File: config.mk
export PLATFORM = sky130hd
export DESIGN_NAME = kbd_core
export DESIGN_NICKNAME = d
export VERILOG_FILES = /design/src/kbd_bus_pkg.sv /design/src/ps2_line_pkg.sv /design/src/kbd_core.sv /design/src/kbd_wb_regs.sv /design/src/ps2_frame_rx.sv /design/src/scan_fifo.sv
export SDC_FILE = /design/constraint.sdc
export NUM_CORES = 1
export LEC_CHECK = 0
export ABC_AREA = 1
export BUFFER_PORTS_ARGS = -buffer_cell sky130_fd_sc_hd__buf_4
export CORE_MARGIN = 2
export CORE_UTILIZATION = 54
export CTS_BUF_LIST = sky130_fd_sc_hd__clkbuf_4 sky130_fd_sc_hd__clkbuf_8 sky130_fd_sc_hd__clkbuf_16
export CTS_CLUSTER_DIAMETER = 80
export DETAILED_ROUTE_END_ITERATION = 16
export PLACE_DENSITY = 0.87
export SYNTH_ARGS = -nofsm -noshare
export SYNTH_HDL_FRONTEND = slang
export SYNTH_SLANG_ARGS = --single-unit
File: constraint.sdc
create_clock -name clock -period 1.7 [get_ports clock]
set_clock_uncertainty 0.05 [all_clocks]
set_input_delay 0.17 -clock clock [delete_from_list [all_inputs] [get_ports clock]]
set_output_delay 0.17 -clock clock [all_outputs]
set_load 0.1 [all_outputs]
File: src/kbd_bus_pkg.sv
package kbd_bus_pkg;

	// wishbone classic request, master to slave
	typedef struct packed {
		logic        cyc;
		logic        stb;
		logic        we;
		logic [1:0]  adr;
		logic [15:0] dat;
	} wb_req_t;

	// wishbone classic response, slave to master
	typedef struct packed {
		logic        ack;
		logic [15:0] dat;
	} wb_rsp_t;

	// one received frame as stored in the FIFO
	typedef struct packed {
		logic [7:0] code;
		logic       perr;	// bad start, parity or stop bit
	} scan_entry_t;

	// register map
	typedef enum logic [1:0] {
		REG_DATA    = 2'd0,
		REG_STATUS  = 2'd1,
		REG_CONTROL = 2'd2
	} reg_addr_t;

	localparam int FIFO_DEPTH = 8;
	localparam int FIFO_CNT_W = 4;	// holds 0..FIFO_DEPTH
	localparam int FIFO_PTR_W = 3;	// index into FIFO_DEPTH slots

endpackage

File: src/ps2_line_pkg.sv
package ps2_line_pkg;

	// receiver FSM, one state per frame section
	typedef enum logic [2:0] {
		RX_IDLE,	// waiting for the start bit
		RX_DATA,	// eight data bits, lsb first
		RX_PARITY,
		RX_STOP,
		RX_INHIBIT	// clock line held low by the host side
	} rx_state_t;

	// start + 8 data + parity + stop
	localparam int PS2_FRAME_BITS = 11;

	// stall limit between falling edges inside a frame
	localparam int PS2_TIMEOUT_CYCLES = 4000;

	// equal samples needed before the clock level is taken
	localparam int PS2_FILTER_LEN = 4;

endpackage

File: src/kbd_core.sv
`timescale 1ns/100ps

module kbd_core
	import kbd_bus_pkg::*;
(
	input  logic    clock,
	input  logic    reset_i,
	input  logic    ps2_clk_i,
	input  logic    ps2_data_i,
	output logic    ps2_clk_o,
	output logic    ps2_clk_d_o,
	output logic    ps2_data_o,
	output logic    ps2_data_d_o,
	input  wb_req_t wb_req_i,
	output wb_rsp_t wb_rsp_o
);

	logic                  rx_push;
	scan_entry_t           rx_entry;
	scan_entry_t           fifo_head;
	logic [FIFO_CNT_W-1:0] fifo_count;
	logic                  fifo_full;
	logic                  fifo_empty;
	logic                  fifo_pop;
	logic                  kbd_enable;
	logic                  clk_drive_q;

	ps2_frame_rx rx0 (
		.clock      (clock),
		.reset_i    (reset_i),
		.ps2_clk_i  (ps2_clk_i),
		.ps2_data_i (ps2_data_i),
		.inhibit_i  (clk_drive_q),	// same view as the pad
		.push_o     (rx_push),
		.entry_o    (rx_entry)
	);

	scan_fifo fifo0 (
		.clock   (clock),
		.reset_i (reset_i),
		.push_i  (rx_push),
		.entry_i (rx_entry),
		.pop_i   (fifo_pop),
		.head_o  (fifo_head),
		.count_o (fifo_count),
		.full_o  (fifo_full),
		.empty_o (fifo_empty)
	);

	kbd_wb_regs regs0 (
		.clock       (clock),
		.reset_i     (reset_i),
		.wb_req_i    (wb_req_i),
		.wb_rsp_o    (wb_rsp_o),
		.head_i      (fifo_head),
		.count_i     (fifo_count),
		.full_i      (fifo_full),
		.empty_i     (fifo_empty),
		.push_seen_i (rx_push),
		.pop_o       (fifo_pop),
		.enable_o    (kbd_enable)
	);

	// back-pressure, pull the clock low while disabled or full
	always_ff @(posedge clock) begin
		if (reset_i) begin
			clk_drive_q <= 1'b0;
		end else begin
			clk_drive_q <= !kbd_enable || fifo_full;
		end
	end

	assign ps2_clk_o    = 1'b0;	// open drain, only ever low
	assign ps2_clk_d_o  = clk_drive_q;
	assign ps2_data_o   = 1'b0;
	assign ps2_data_d_o = 1'b0;	// no host-to-device traffic

endmodule

File: src/kbd_wb_regs.sv
`timescale 1ns/100ps

module kbd_wb_regs
	import kbd_bus_pkg::*;
(
	input  logic                  clock,
	input  logic                  reset_i,
	input  wb_req_t               wb_req_i,
	output wb_rsp_t               wb_rsp_o,
	input  scan_entry_t           head_i,
	input  logic [FIFO_CNT_W-1:0] count_i,
	input  logic                  full_i,
	input  logic                  empty_i,
	input  logic                  push_seen_i,
	output logic                  pop_o,
	output logic                  enable_o
);

	reg_addr_t   addr;
	logic        req_go;
	logic        ack_q;
	logic        pop_q;
	logic        enable_q;
	logic        overflow_q;
	logic [15:0] rd_word;
	logic [15:0] rsp_dat_q;

	// stb is still up while ack is out, so mask that cycle
	assign req_go = wb_req_i.cyc && wb_req_i.stb && !ack_q;
	assign addr   = reg_addr_t'(wb_req_i.adr);

	always_comb begin
		case (addr)
			REG_DATA: begin
				if (empty_i) begin
					rd_word = 16'h0000;
				end else begin
					rd_word = {1'b1, 6'b000000, head_i.perr, head_i.code};
				end
			end
			REG_STATUS:  rd_word = {9'b0, overflow_q, full_i, empty_i, count_i};
			REG_CONTROL: rd_word = {15'b0, enable_q};
			default:     rd_word = 16'h0000;
		endcase
	end

	always_ff @(posedge clock) begin
		if (reset_i) begin
			ack_q      <= 1'b0;
			pop_q      <= 1'b0;
			enable_q   <= 1'b0;	// keyboard held off until the host says so
			overflow_q <= 1'b0;
		end else begin
			ack_q <= req_go;
			pop_q <= req_go && !wb_req_i.we && addr == REG_DATA && !empty_i;

			if (req_go && wb_req_i.we && addr == REG_CONTROL) begin
				enable_q <= wb_req_i.dat[0];
			end

			// a dropped push wins over a clear in the same cycle
			if (push_seen_i && full_i) begin
				overflow_q <= 1'b1;
			end else if (req_go && wb_req_i.we && addr == REG_STATUS && wb_req_i.dat[6]) begin
				overflow_q <= 1'b0;
			end
		end
	end

	// head cannot move before the pop, only this block pops
	always_ff @(posedge clock) begin
		if (req_go) begin
			rsp_dat_q <= rd_word;
		end
	end

	assign wb_rsp_o.ack = ack_q;
	assign wb_rsp_o.dat = rsp_dat_q;
	assign pop_o        = pop_q;	// lines up with ack
	assign enable_o     = enable_q;

	a_ack_single : assert property (@(posedge clock) disable iff (reset_i)
		wb_rsp_o.ack |=> !wb_rsp_o.ack);

endmodule

File: src/ps2_frame_rx.sv
`timescale 1ns/100ps

module ps2_frame_rx
	import ps2_line_pkg::*;
	import kbd_bus_pkg::*;
(
	input  logic        clock,
	input  logic        reset_i,
	input  logic        ps2_clk_i,
	input  logic        ps2_data_i,
	input  logic        inhibit_i,
	output logic        push_o,
	output scan_entry_t entry_o
);

	logic [1:0]                            clk_sync;
	logic [1:0]                            data_sync;
	logic [PS2_FILTER_LEN-1:0]             clk_hist;
	logic                                  clk_filt;
	logic                                  fall;
	rx_state_t                             state;
	logic [2:0]                            bit_cnt;
	logic [$clog2(PS2_TIMEOUT_CYCLES)-1:0] stall_cnt;
	logic                                  stalled;
	logic [PS2_FRAME_BITS-1:0]             frame_q;
	logic [PS2_FRAME_BITS-1:0]             frame_next;
	logic                                  frame_ok;

	// both lines idle high, so the sync chain starts there
	always_ff @(posedge clock) begin
		if (reset_i) begin
			clk_sync  <= 2'b11;
			data_sync <= 2'b11;
			clk_hist  <= '1;
		end else begin
			clk_sync  <= {clk_sync[0], ps2_clk_i};
			data_sync <= {data_sync[0], ps2_data_i};
			clk_hist  <= {clk_hist[PS2_FILTER_LEN-2:0], clk_sync[1]};
		end
	end

	// level only changes after a full run of equal samples
	always_ff @(posedge clock) begin
		if (reset_i) begin
			clk_filt <= 1'b1;
		end else if (&clk_hist) begin
			clk_filt <= 1'b1;
		end else if (~|clk_hist) begin
			clk_filt <= 1'b0;
		end
	end

	assign fall = clk_filt && ~|clk_hist;	// accepted high to low step

	// new bit enters at the top, start bit ends up in bit 0
	assign frame_next = {data_sync[1], frame_q[PS2_FRAME_BITS-1:1]};

	// start low, stop high, odd parity over data and parity bit
	assign frame_ok = !frame_next[0] && frame_next[PS2_FRAME_BITS-1] &&
		(^frame_next[PS2_FRAME_BITS-2:1]);

	assign stalled = (stall_cnt == $bits(stall_cnt)'(PS2_TIMEOUT_CYCLES - 1));

	always_ff @(posedge clock) begin
		if (reset_i) begin
			state     <= RX_IDLE;
			bit_cnt   <= '0;
			stall_cnt <= '0;
			push_o    <= 1'b0;
		end else begin
			push_o <= 1'b0;

			if (fall || state == RX_IDLE || state == RX_INHIBIT) begin
				stall_cnt <= '0;
			end else begin
				stall_cnt <= stall_cnt + 1'b1;
			end

			case (state)
				RX_IDLE: begin
					bit_cnt <= '0;
					if (inhibit_i) begin
						state <= RX_INHIBIT;	// ignore our own pull-down
					end else if (fall) begin
						state <= RX_DATA;
					end
				end
				RX_DATA: begin
					if (fall) begin
						bit_cnt <= bit_cnt + 1'b1;
						if (bit_cnt == 3'd7) begin
							state <= RX_PARITY;
						end
					end
				end
				RX_PARITY: begin
					if (fall) begin
						state <= RX_STOP;
					end
				end
				RX_STOP: begin
					if (fall) begin
						push_o <= 1'b1;
						state  <= inhibit_i ? RX_INHIBIT : RX_IDLE;
					end
				end
				RX_INHIBIT: begin
					if (!inhibit_i) begin
						state <= RX_IDLE;
					end
				end
				default: state <= RX_IDLE;
			endcase

			// inhibit lets a frame finish, a dead keyboard does not
			if (stalled && !fall) begin
				state <= RX_IDLE;
			end
		end
	end

	always_ff @(posedge clock) begin
		if (fall) begin
			frame_q <= frame_next;
		end
		if (fall && state == RX_STOP) begin
			entry_o.code <= frame_next[8:1];
			entry_o.perr <= !frame_ok;
		end
	end

	// one push per frame, frames are far apart
	a_push_single : assert property (@(posedge clock) disable iff (reset_i)
		push_o |=> !push_o);

endmodule

File: src/scan_fifo.sv
`timescale 1ns/100ps

module scan_fifo
	import kbd_bus_pkg::*;
(
	input  logic                  clock,
	input  logic                  reset_i,
	input  logic                  push_i,
	input  scan_entry_t           entry_i,
	input  logic                  pop_i,
	output scan_entry_t           head_o,
	output logic [FIFO_CNT_W-1:0] count_o,
	output logic                  full_o,
	output logic                  empty_o
);

	scan_entry_t           mem [FIFO_DEPTH];
	logic [FIFO_PTR_W-1:0] wr_ptr;
	logic [FIFO_PTR_W-1:0] rd_ptr;
	logic [FIFO_CNT_W-1:0] count_q;
	logic                  do_push;
	logic                  do_pop;

	assign full_o  = (count_q == FIFO_CNT_W'(FIFO_DEPTH));
	assign empty_o = (count_q == '0);
	assign count_o = count_q;

	assign do_push = push_i && !full_o;	// overflow is dropped here
	assign do_pop  = pop_i && !empty_o;

	always_ff @(posedge clock) begin
		if (reset_i) begin
			wr_ptr  <= '0;
			rd_ptr  <= '0;
			count_q <= '0;
		end else begin
			if (do_push) begin
				wr_ptr <= wr_ptr + 1'b1;	// wraps at depth 8
			end
			if (do_pop) begin
				rd_ptr <= rd_ptr + 1'b1;
			end
			case ({do_push, do_pop})
				2'b10:   count_q <= count_q + 1'b1;
				2'b01:   count_q <= count_q - 1'b1;
				default: count_q <= count_q;
			endcase
		end
	end

	always_ff @(posedge clock) begin
		if (do_push) begin
			mem[wr_ptr] <= entry_i;
		end
	end

	assign head_o = mem[rd_ptr];	// first-word fall-through

	a_count_bound : assert property (@(posedge clock) disable iff (reset_i)
		count_o <= FIFO_CNT_W'(FIFO_DEPTH));

endmodule

==> results of run 1 <==
==> sequential cells by signal (all words and copies together) (netlist names), 2 cells and up, named ones only <==
name	count
fifo0.count_o	4
fifo0.mem	72
fifo0.rd_ptr	3
fifo0.wr_ptr	3
regs0.rsp_dat_q	10
rx0.bit_cnt	3
rx0.clk_hist	4
rx0.clk_sync	2
rx0.data_sync	2
rx0.entry_o	9
rx0.frame_q	10
rx0.stall_cnt	12
rx0.state	3
==> logic make-up (layout without fill, tap and decap cells) <==
family	count (synthesis)	count (layout)
and+or+nand+nor	243	243
DFF	147	147
AOI/OAI and AO/OA	94	94
buffers and inverters	79	153
adders and majority gates	8	8
xor gates and xnor gates	8	8
other	1	9
==> report_power, final <==
| part | switching, mW | internal (mW) |
|---|---|---|
| logic | 0.506 | 0.210 |
| clock network | 1.50 | 2.46 |
| registers | 0.0633 | 3.86 |
==> synth_stat cells, drive strengths merged (2+ instances only) <==
| library cell | instances |
|---|---|
| xor2 | 5 |
| nand2 | 74 |
| inv | 54 |
| edfxtp | 101 |
| nand4 | 5 |
| nor3 | 5 |
| ha | 8 |
| nand3b | 3 |
| buf | 22 |
| nor2 | 115 |
| o21a | 2 |
| nor3b | 2 |
| xnor2 | 3 |
| clkbuf | 2 |
| o211ai | 13 |
| o21ai | 58 |
| dfxtp | 46 |
| or2 | 5 |
| nand3 | 32 |
| a21oi | 19 |
==> worst min-delay path by stage <==
stage / endpoint / start / slack (ns)
floorplan: regs0.pop_o / wb_req_i[18] / 0.20
CTS: regs0.overflow_q / wb_req_i[6] / 0.02
global route: regs0.overflow_q / wb_req_i[6] / 0.07
global placement: rx0.data_sync[0] / ps2_data_i / 0.31
finish: regs0.overflow_q / wb_req_i[6] / 0.04
detailed placement: rx0.data_sync[0] / ps2_data_i / 0.31
==> per-stage QoR <==
step / power, mW / instances
2_1_floorplan: 4.548 / 588
3_3_place_gp: 4.621 / 754
3_5_place_dp: 4.673 / 754
4_1_cts: 8.543 / 795
5_1_grt: 8.871 / 802
6_report: 8.595 / 802
==> metal layers <==
layer	share of wire	global-route usage	up-vias
met4	0.062	0.1283	0
met2	0.51	0.4168	316
met5	0	0	-
met1	0.34	0.2744	2208
met3	0.090	0.06367	88
li1	-	-	2086
==> tightest hold or removal path: cells and delay by family <==
kind,cells,cell delay (ns)
compound gates,1,0.06
buf+inv,1,0.08
simple gates,2,0.15
==> what timing repair did <==
action	in CTS	in global routing
hold endpoints to repair	4	0
hold buffers	4	0
setup endpoints to repair	5	85
pin swaps	12	16
buffers inserted	5	2
cloned	0	5
resized for setup	17	61
==> final cells by class <==
type	count	share of cell area
well taps	140	0.02294
flip-flops and latches	147	0.5185
repair buffers	65	0.07145
inverters	55	0.02983
repair inverters	1	0.001147
clock inverters	14	0.02442
clock buffers	18	0.05670
multi-input cells	362	0.2750
==> impl_metrics.toml, run 1 <==
[placement]
place_ws_ns = -0.02514
gp_congestion = 0.8212
io_buffers = 22
placed_area_um2 = 6599
post-dp-hpwl_mm = 8.618

[yosys]
netlist_top_cells_area = "edfxtp_1 (49%), dfxtp_1 (15%), nor2_1 (6.8%)"
yosysSeqAreaShare = 0.6450
yosys.area_share.simple = 0.1788
synth-async-reset-ratio = 0
dominantRegCellSynth = "edfxtp_1"
ys_seq_elements = 147
synthXorXnorAreaFrac = 0.01143
syn-cell-area_um2 = 6130
post_synth_fa_ha_maj_area_fraction = 0.01633
synth.distinct_cells = 40
yosys.area.top_type = "edfxtp_1"
synth.top_cell.area_share = 0.4948
ys_warn_count = 0
avgSynthCellArea_um2 = 10.57
synth_top_family_by_area = "simple AND/OR/NAND/NOR gates"
syn_inst = 580
synth-edff-count = 101
yosys-mux-area-fraction = 0
synth_compound_area_frac = 0.08451

[layout]
diodes = 0
final_cell_mix = "nor2_1 (102), edfxtp_1 (101), nand2_1 (62)"
nets = 682
areaGrowthSynthToFinish_pct = 24.56
seq_area_um2 = 3959
fin_util = 0.6982
fillers = 696
mostFrequentLayoutCell = "nor2_1"
fin_area_um2 = 7635
layout-drive-gt1-share = 0.2523
multiInputGateArea_um2 = 2100

[cts]
cts_max_level = 4
numCtsBuffers = 17
clock_sinks = 147
tritoncts = "yes"
clock_path_buffers = 2
path_clk_slew_ns = 0.06
cts_root_buf = "clkbuf_16"
worstSkewPairLatency_ns = 0.43

[worst_hold_path]
min_path_type = "in -> reg"
whs_path_depth = 4

[global_routing]
antenna_found_initial = 0
grt_pass1_vias = 4564
track_usage = 0.2415
grt_pass1_wl_mm = 22.82
overflow = 0
grt_max_degree = 37

[floorplanning]
start_util = 0.5605
dieHeight_um = 110.5
die_w_um = 110.5
die_area_um2 = 12220
io_pins = 46
placementRows = 38
fp.coreArea_um2 = 10940

[setup_path]
critPathMaxFanout = 3
ff2ff_setup_slack_ns = -0.27
cp_cell_sequence = "nor2_4 -> nand3_2 -> nand2_2 -> inv_2 -> ha_4 -> nand2_4 -> inv_4 -> nor2_4 -> ha_4 -> a21oi_4 -> xnor2_2 -> o21ai_1 -> inv_1"
r2r_cells = 13
critical_path.max_stage_delay_ns = 0.34
r2r_start = "fifo0.count_o[1]"
crit_family = "simple AND/OR/NAND/NOR gates"
critical_path_class = "reg -> reg"
critPathSlowestCell = "dfxtp_2"
cp-end-kind = "flop"
critical_path_required_ns = 1.97
path_buf_inv = 3
endpoint = "fifo0.count_o[2]"
cp.depth = 13
critPathLaunchType = "flop"
startpoint = "fifo0.count_o[1]"
critPathArrivalTime_ns = 2.24
reg2reg_to = "fifo0.count_o[2]"

[sta]
max_freq_ghz = 0.5074
grt_setup_unrepaired = "yes"
hold_ws_ns = 0.04365
hold_viol = 0
maxSlewViolCount = 0
timing.slew.headroom = 0.5628
post-route-period-util = 1.159
worst_slew_pin_slew_ns = 0.6550
setup_ws_ns = -0.2707
setup_tns_ns = -1.838
min_period_ns = 1.971
setup_viol = 33

[drt]
first_iter_violations = 634
dr.pass1.iters = 5
drt-total-wl_mm = 16.34
wl_per_cell_um = 20.37
drcViolationCount = 0
vias = 4698
detail-route-antenna-nets = 0
viasPerCell = 5.858

[run]
maxCapViolCount = 0

[power]
p_per_area_nw_per_um2 = 1126
p_leak_nw = 2.901
ir_drop_uv = 734.1

[status]
status = "complete, but fails checks"
failed_checks = "negative setup slack"
Note: power is estimated with default switching activity, not from simulation.
==> run 2: changes to the inputs <==
- REMOVE_ABC_BUFFERS: unset -> 1
==> impl_metrics.toml, run 2 (synthesized netlist as in run 1, its figures left out) <==
[status]
status = "complete, but fails checks"
failed_checks = "negative setup slack"

[power]
p_per_area_nw_per_um2 = 1098
finalPower_mw = 8.092
p_leak_nw = 2.850
ir_drop_uv = 683.3

[cts]
cts_max_level = 4
path_clk_slew_ns = 0.05
cts_root_buf = "clkbuf_16"
tritoncts = "yes"
clock_sinks = 147
worstSkewPairLatency_ns = 0.42
clock_path_buffers = 2
numCtsBuffers = 17

[sta]
maxSlewViolCount = 0
post-route-period-util = 1.102
setup_viol = 11
min_period_ns = 1.873
max_freq_ghz = 0.5340
hold_viol = 0
grt_setup_unrepaired = "yes"
setup_tns_ns = -0.4143
timing.slew.headroom = 0.6019
worst_slew_pin_slew_ns = 0.5949
setup_ws_ns = -0.1726

[drt]
dr.pass1.iters = 6
drcViolationCount = 0
vias = 4542
viasPerCell = 5.649
first_iter_violations = 391
detail-route-antenna-nets = 0
wl_per_cell_um = 17.62
drt-total-wl_mm = 14.17

[setup_path]
critPathArrivalTime_ns = 2.13
critPathLaunchType = "flop"
critical_path_class = "reg -> reg"
critPathMaxFanout = 3
critical_path_required_ns = 1.96
cp-end-kind = "flop"
r2r_start = "fifo0.count_o[0]"
r2r_cells = 12
ff2ff_setup_slack_ns = -0.17
reg2reg_to = "fifo0.count_o[2]"

[layout]
fillers = 732
nets = 684
areaGrowthSynthToFinish_pct = 20.27
largest_register = "fifo0.mem"
mostFrequentLayoutCell = "nor2_1"
diodes = 0
final_cell_mix = "nor2_1 (109), edfxtp_1 (101), nand2_1 (64)"
layout-drive-gt1-share = 0.2184
largest_reg_flops = 72
reg_top3 = "fifo0.mem: 72 flops, rx0.stall_cnt: 12 flops"

[floorplanning]
io_pins = 46
fp.coreArea_um2 = 10940
placementRows = 38
die_area_um2 = 12220
die_w_um = 110.5
start_util = 0.5605
dieHeight_um = 110.5

[global_routing]
grt_pass1_vias = 4508
overflow = 0
grt_max_degree = 36
track_usage = 0.2277
antenna_found_initial = 0
grt_pass1_wl_mm = 21.63

[worst_hold_path]
whs_path_depth = 3
holdCritStartpoint = "wb_req_i[0]"
min_path_type = "in -> reg"
min_to = "regs0.enable_o"

[placement]
io_buffers = 22
place_ws_ns = -0.2488
post-dp-hpwl_mm = 8.219
gp_congestion = 0.8684

[run]
maxCapViolCount = 0
-- run 2: through the flow --
step                        util  instance area (um^2)  hold slack [ns]  cells
after global placement    0.6021                  6584           0.3051    761
final                     0.6741                  7372          0.01133    804
after global routing      0.6741                  7372          0.01654    804
after detailed placement  0.6021                  6584           0.3076    761
after CTS                 0.6629                  7249         0.002330    800
after floorplan                -                  5981           0.1891    564
-- run 2: cell type report --
cell class	count	area (um^2)	area share
sequential	147	3960	0.5372
multi-input combinational	362	1933	0.2622
timing repair buffer	68	540.5	0.07332
clock buffer	25	491.7	0.06670
inverter	55	209.0	0.02834
tap	140	175.2	0.02376
clock inverter	7	62.56	0.008486
-- run 2: metal layers --
layer | share of wire | global-route usage
met2 | 0.52 | 0.4041
met1 | 0.35 | 0.2460
met3 | 0.085 | 0.06970
met5 | 0 | 0
met4 | 0.039 | 0.1125
-- run 2: power breakdown --
group	switching, mW	internal [mW]	leakage, nW
clock	1.33	2.14	0.274
combinational	0.488	0.207	1.29
sequential	0.0620	3.86	1.29
total	1.88	6.21	2.85
-- run 2: timing repair --
| action | in CTS | in global routing |
|---|---|---|
| pin swaps | 10 | 12 |
| setup endpoints to repair | 4 | 32 |
| hold buffers | 3 | 0 |
| buffers inserted | 4 | 4 |
| gates resized for setup | 17 | 25 |
| hold endpoints to repair | 3 | 0 |
-- run 2: worst max-delay path by stage --
stage	depth (start not counted)	endpoint	start
6_report	12	fifo0.count_o[2]	fifo0.count_o[0]
5_1_grt	14	fifo0.count_o[3]	fifo0.count_o[0]
4_1_cts	12	fifo0.count_o[2]	fifo0.count_o[1]
3_5_place_dp	12	fifo0.count_o[2]	fifo0.count_o[0]
3_3_place_gp	12	fifo0.count_o[2]	fifo0.count_o[0]
2_1_floorplan	4	regs0.enable_o	regs0.ack_q
-- run 2: worst max-delay path, stage by stage, from the launching register on --
cell	delay, ns
dfxtp_4	0.35
nor2_4	0.15
nand3_2	0.11
nand2_2	0.09
inv_2	0.06
ha_4	0.18
buf_6	0.13
nand2_2	0.08
nand2_2	0.09
buf_4	0.15
xnor2_1	0.14
o21ai_1	0.13
inv_1	0.06
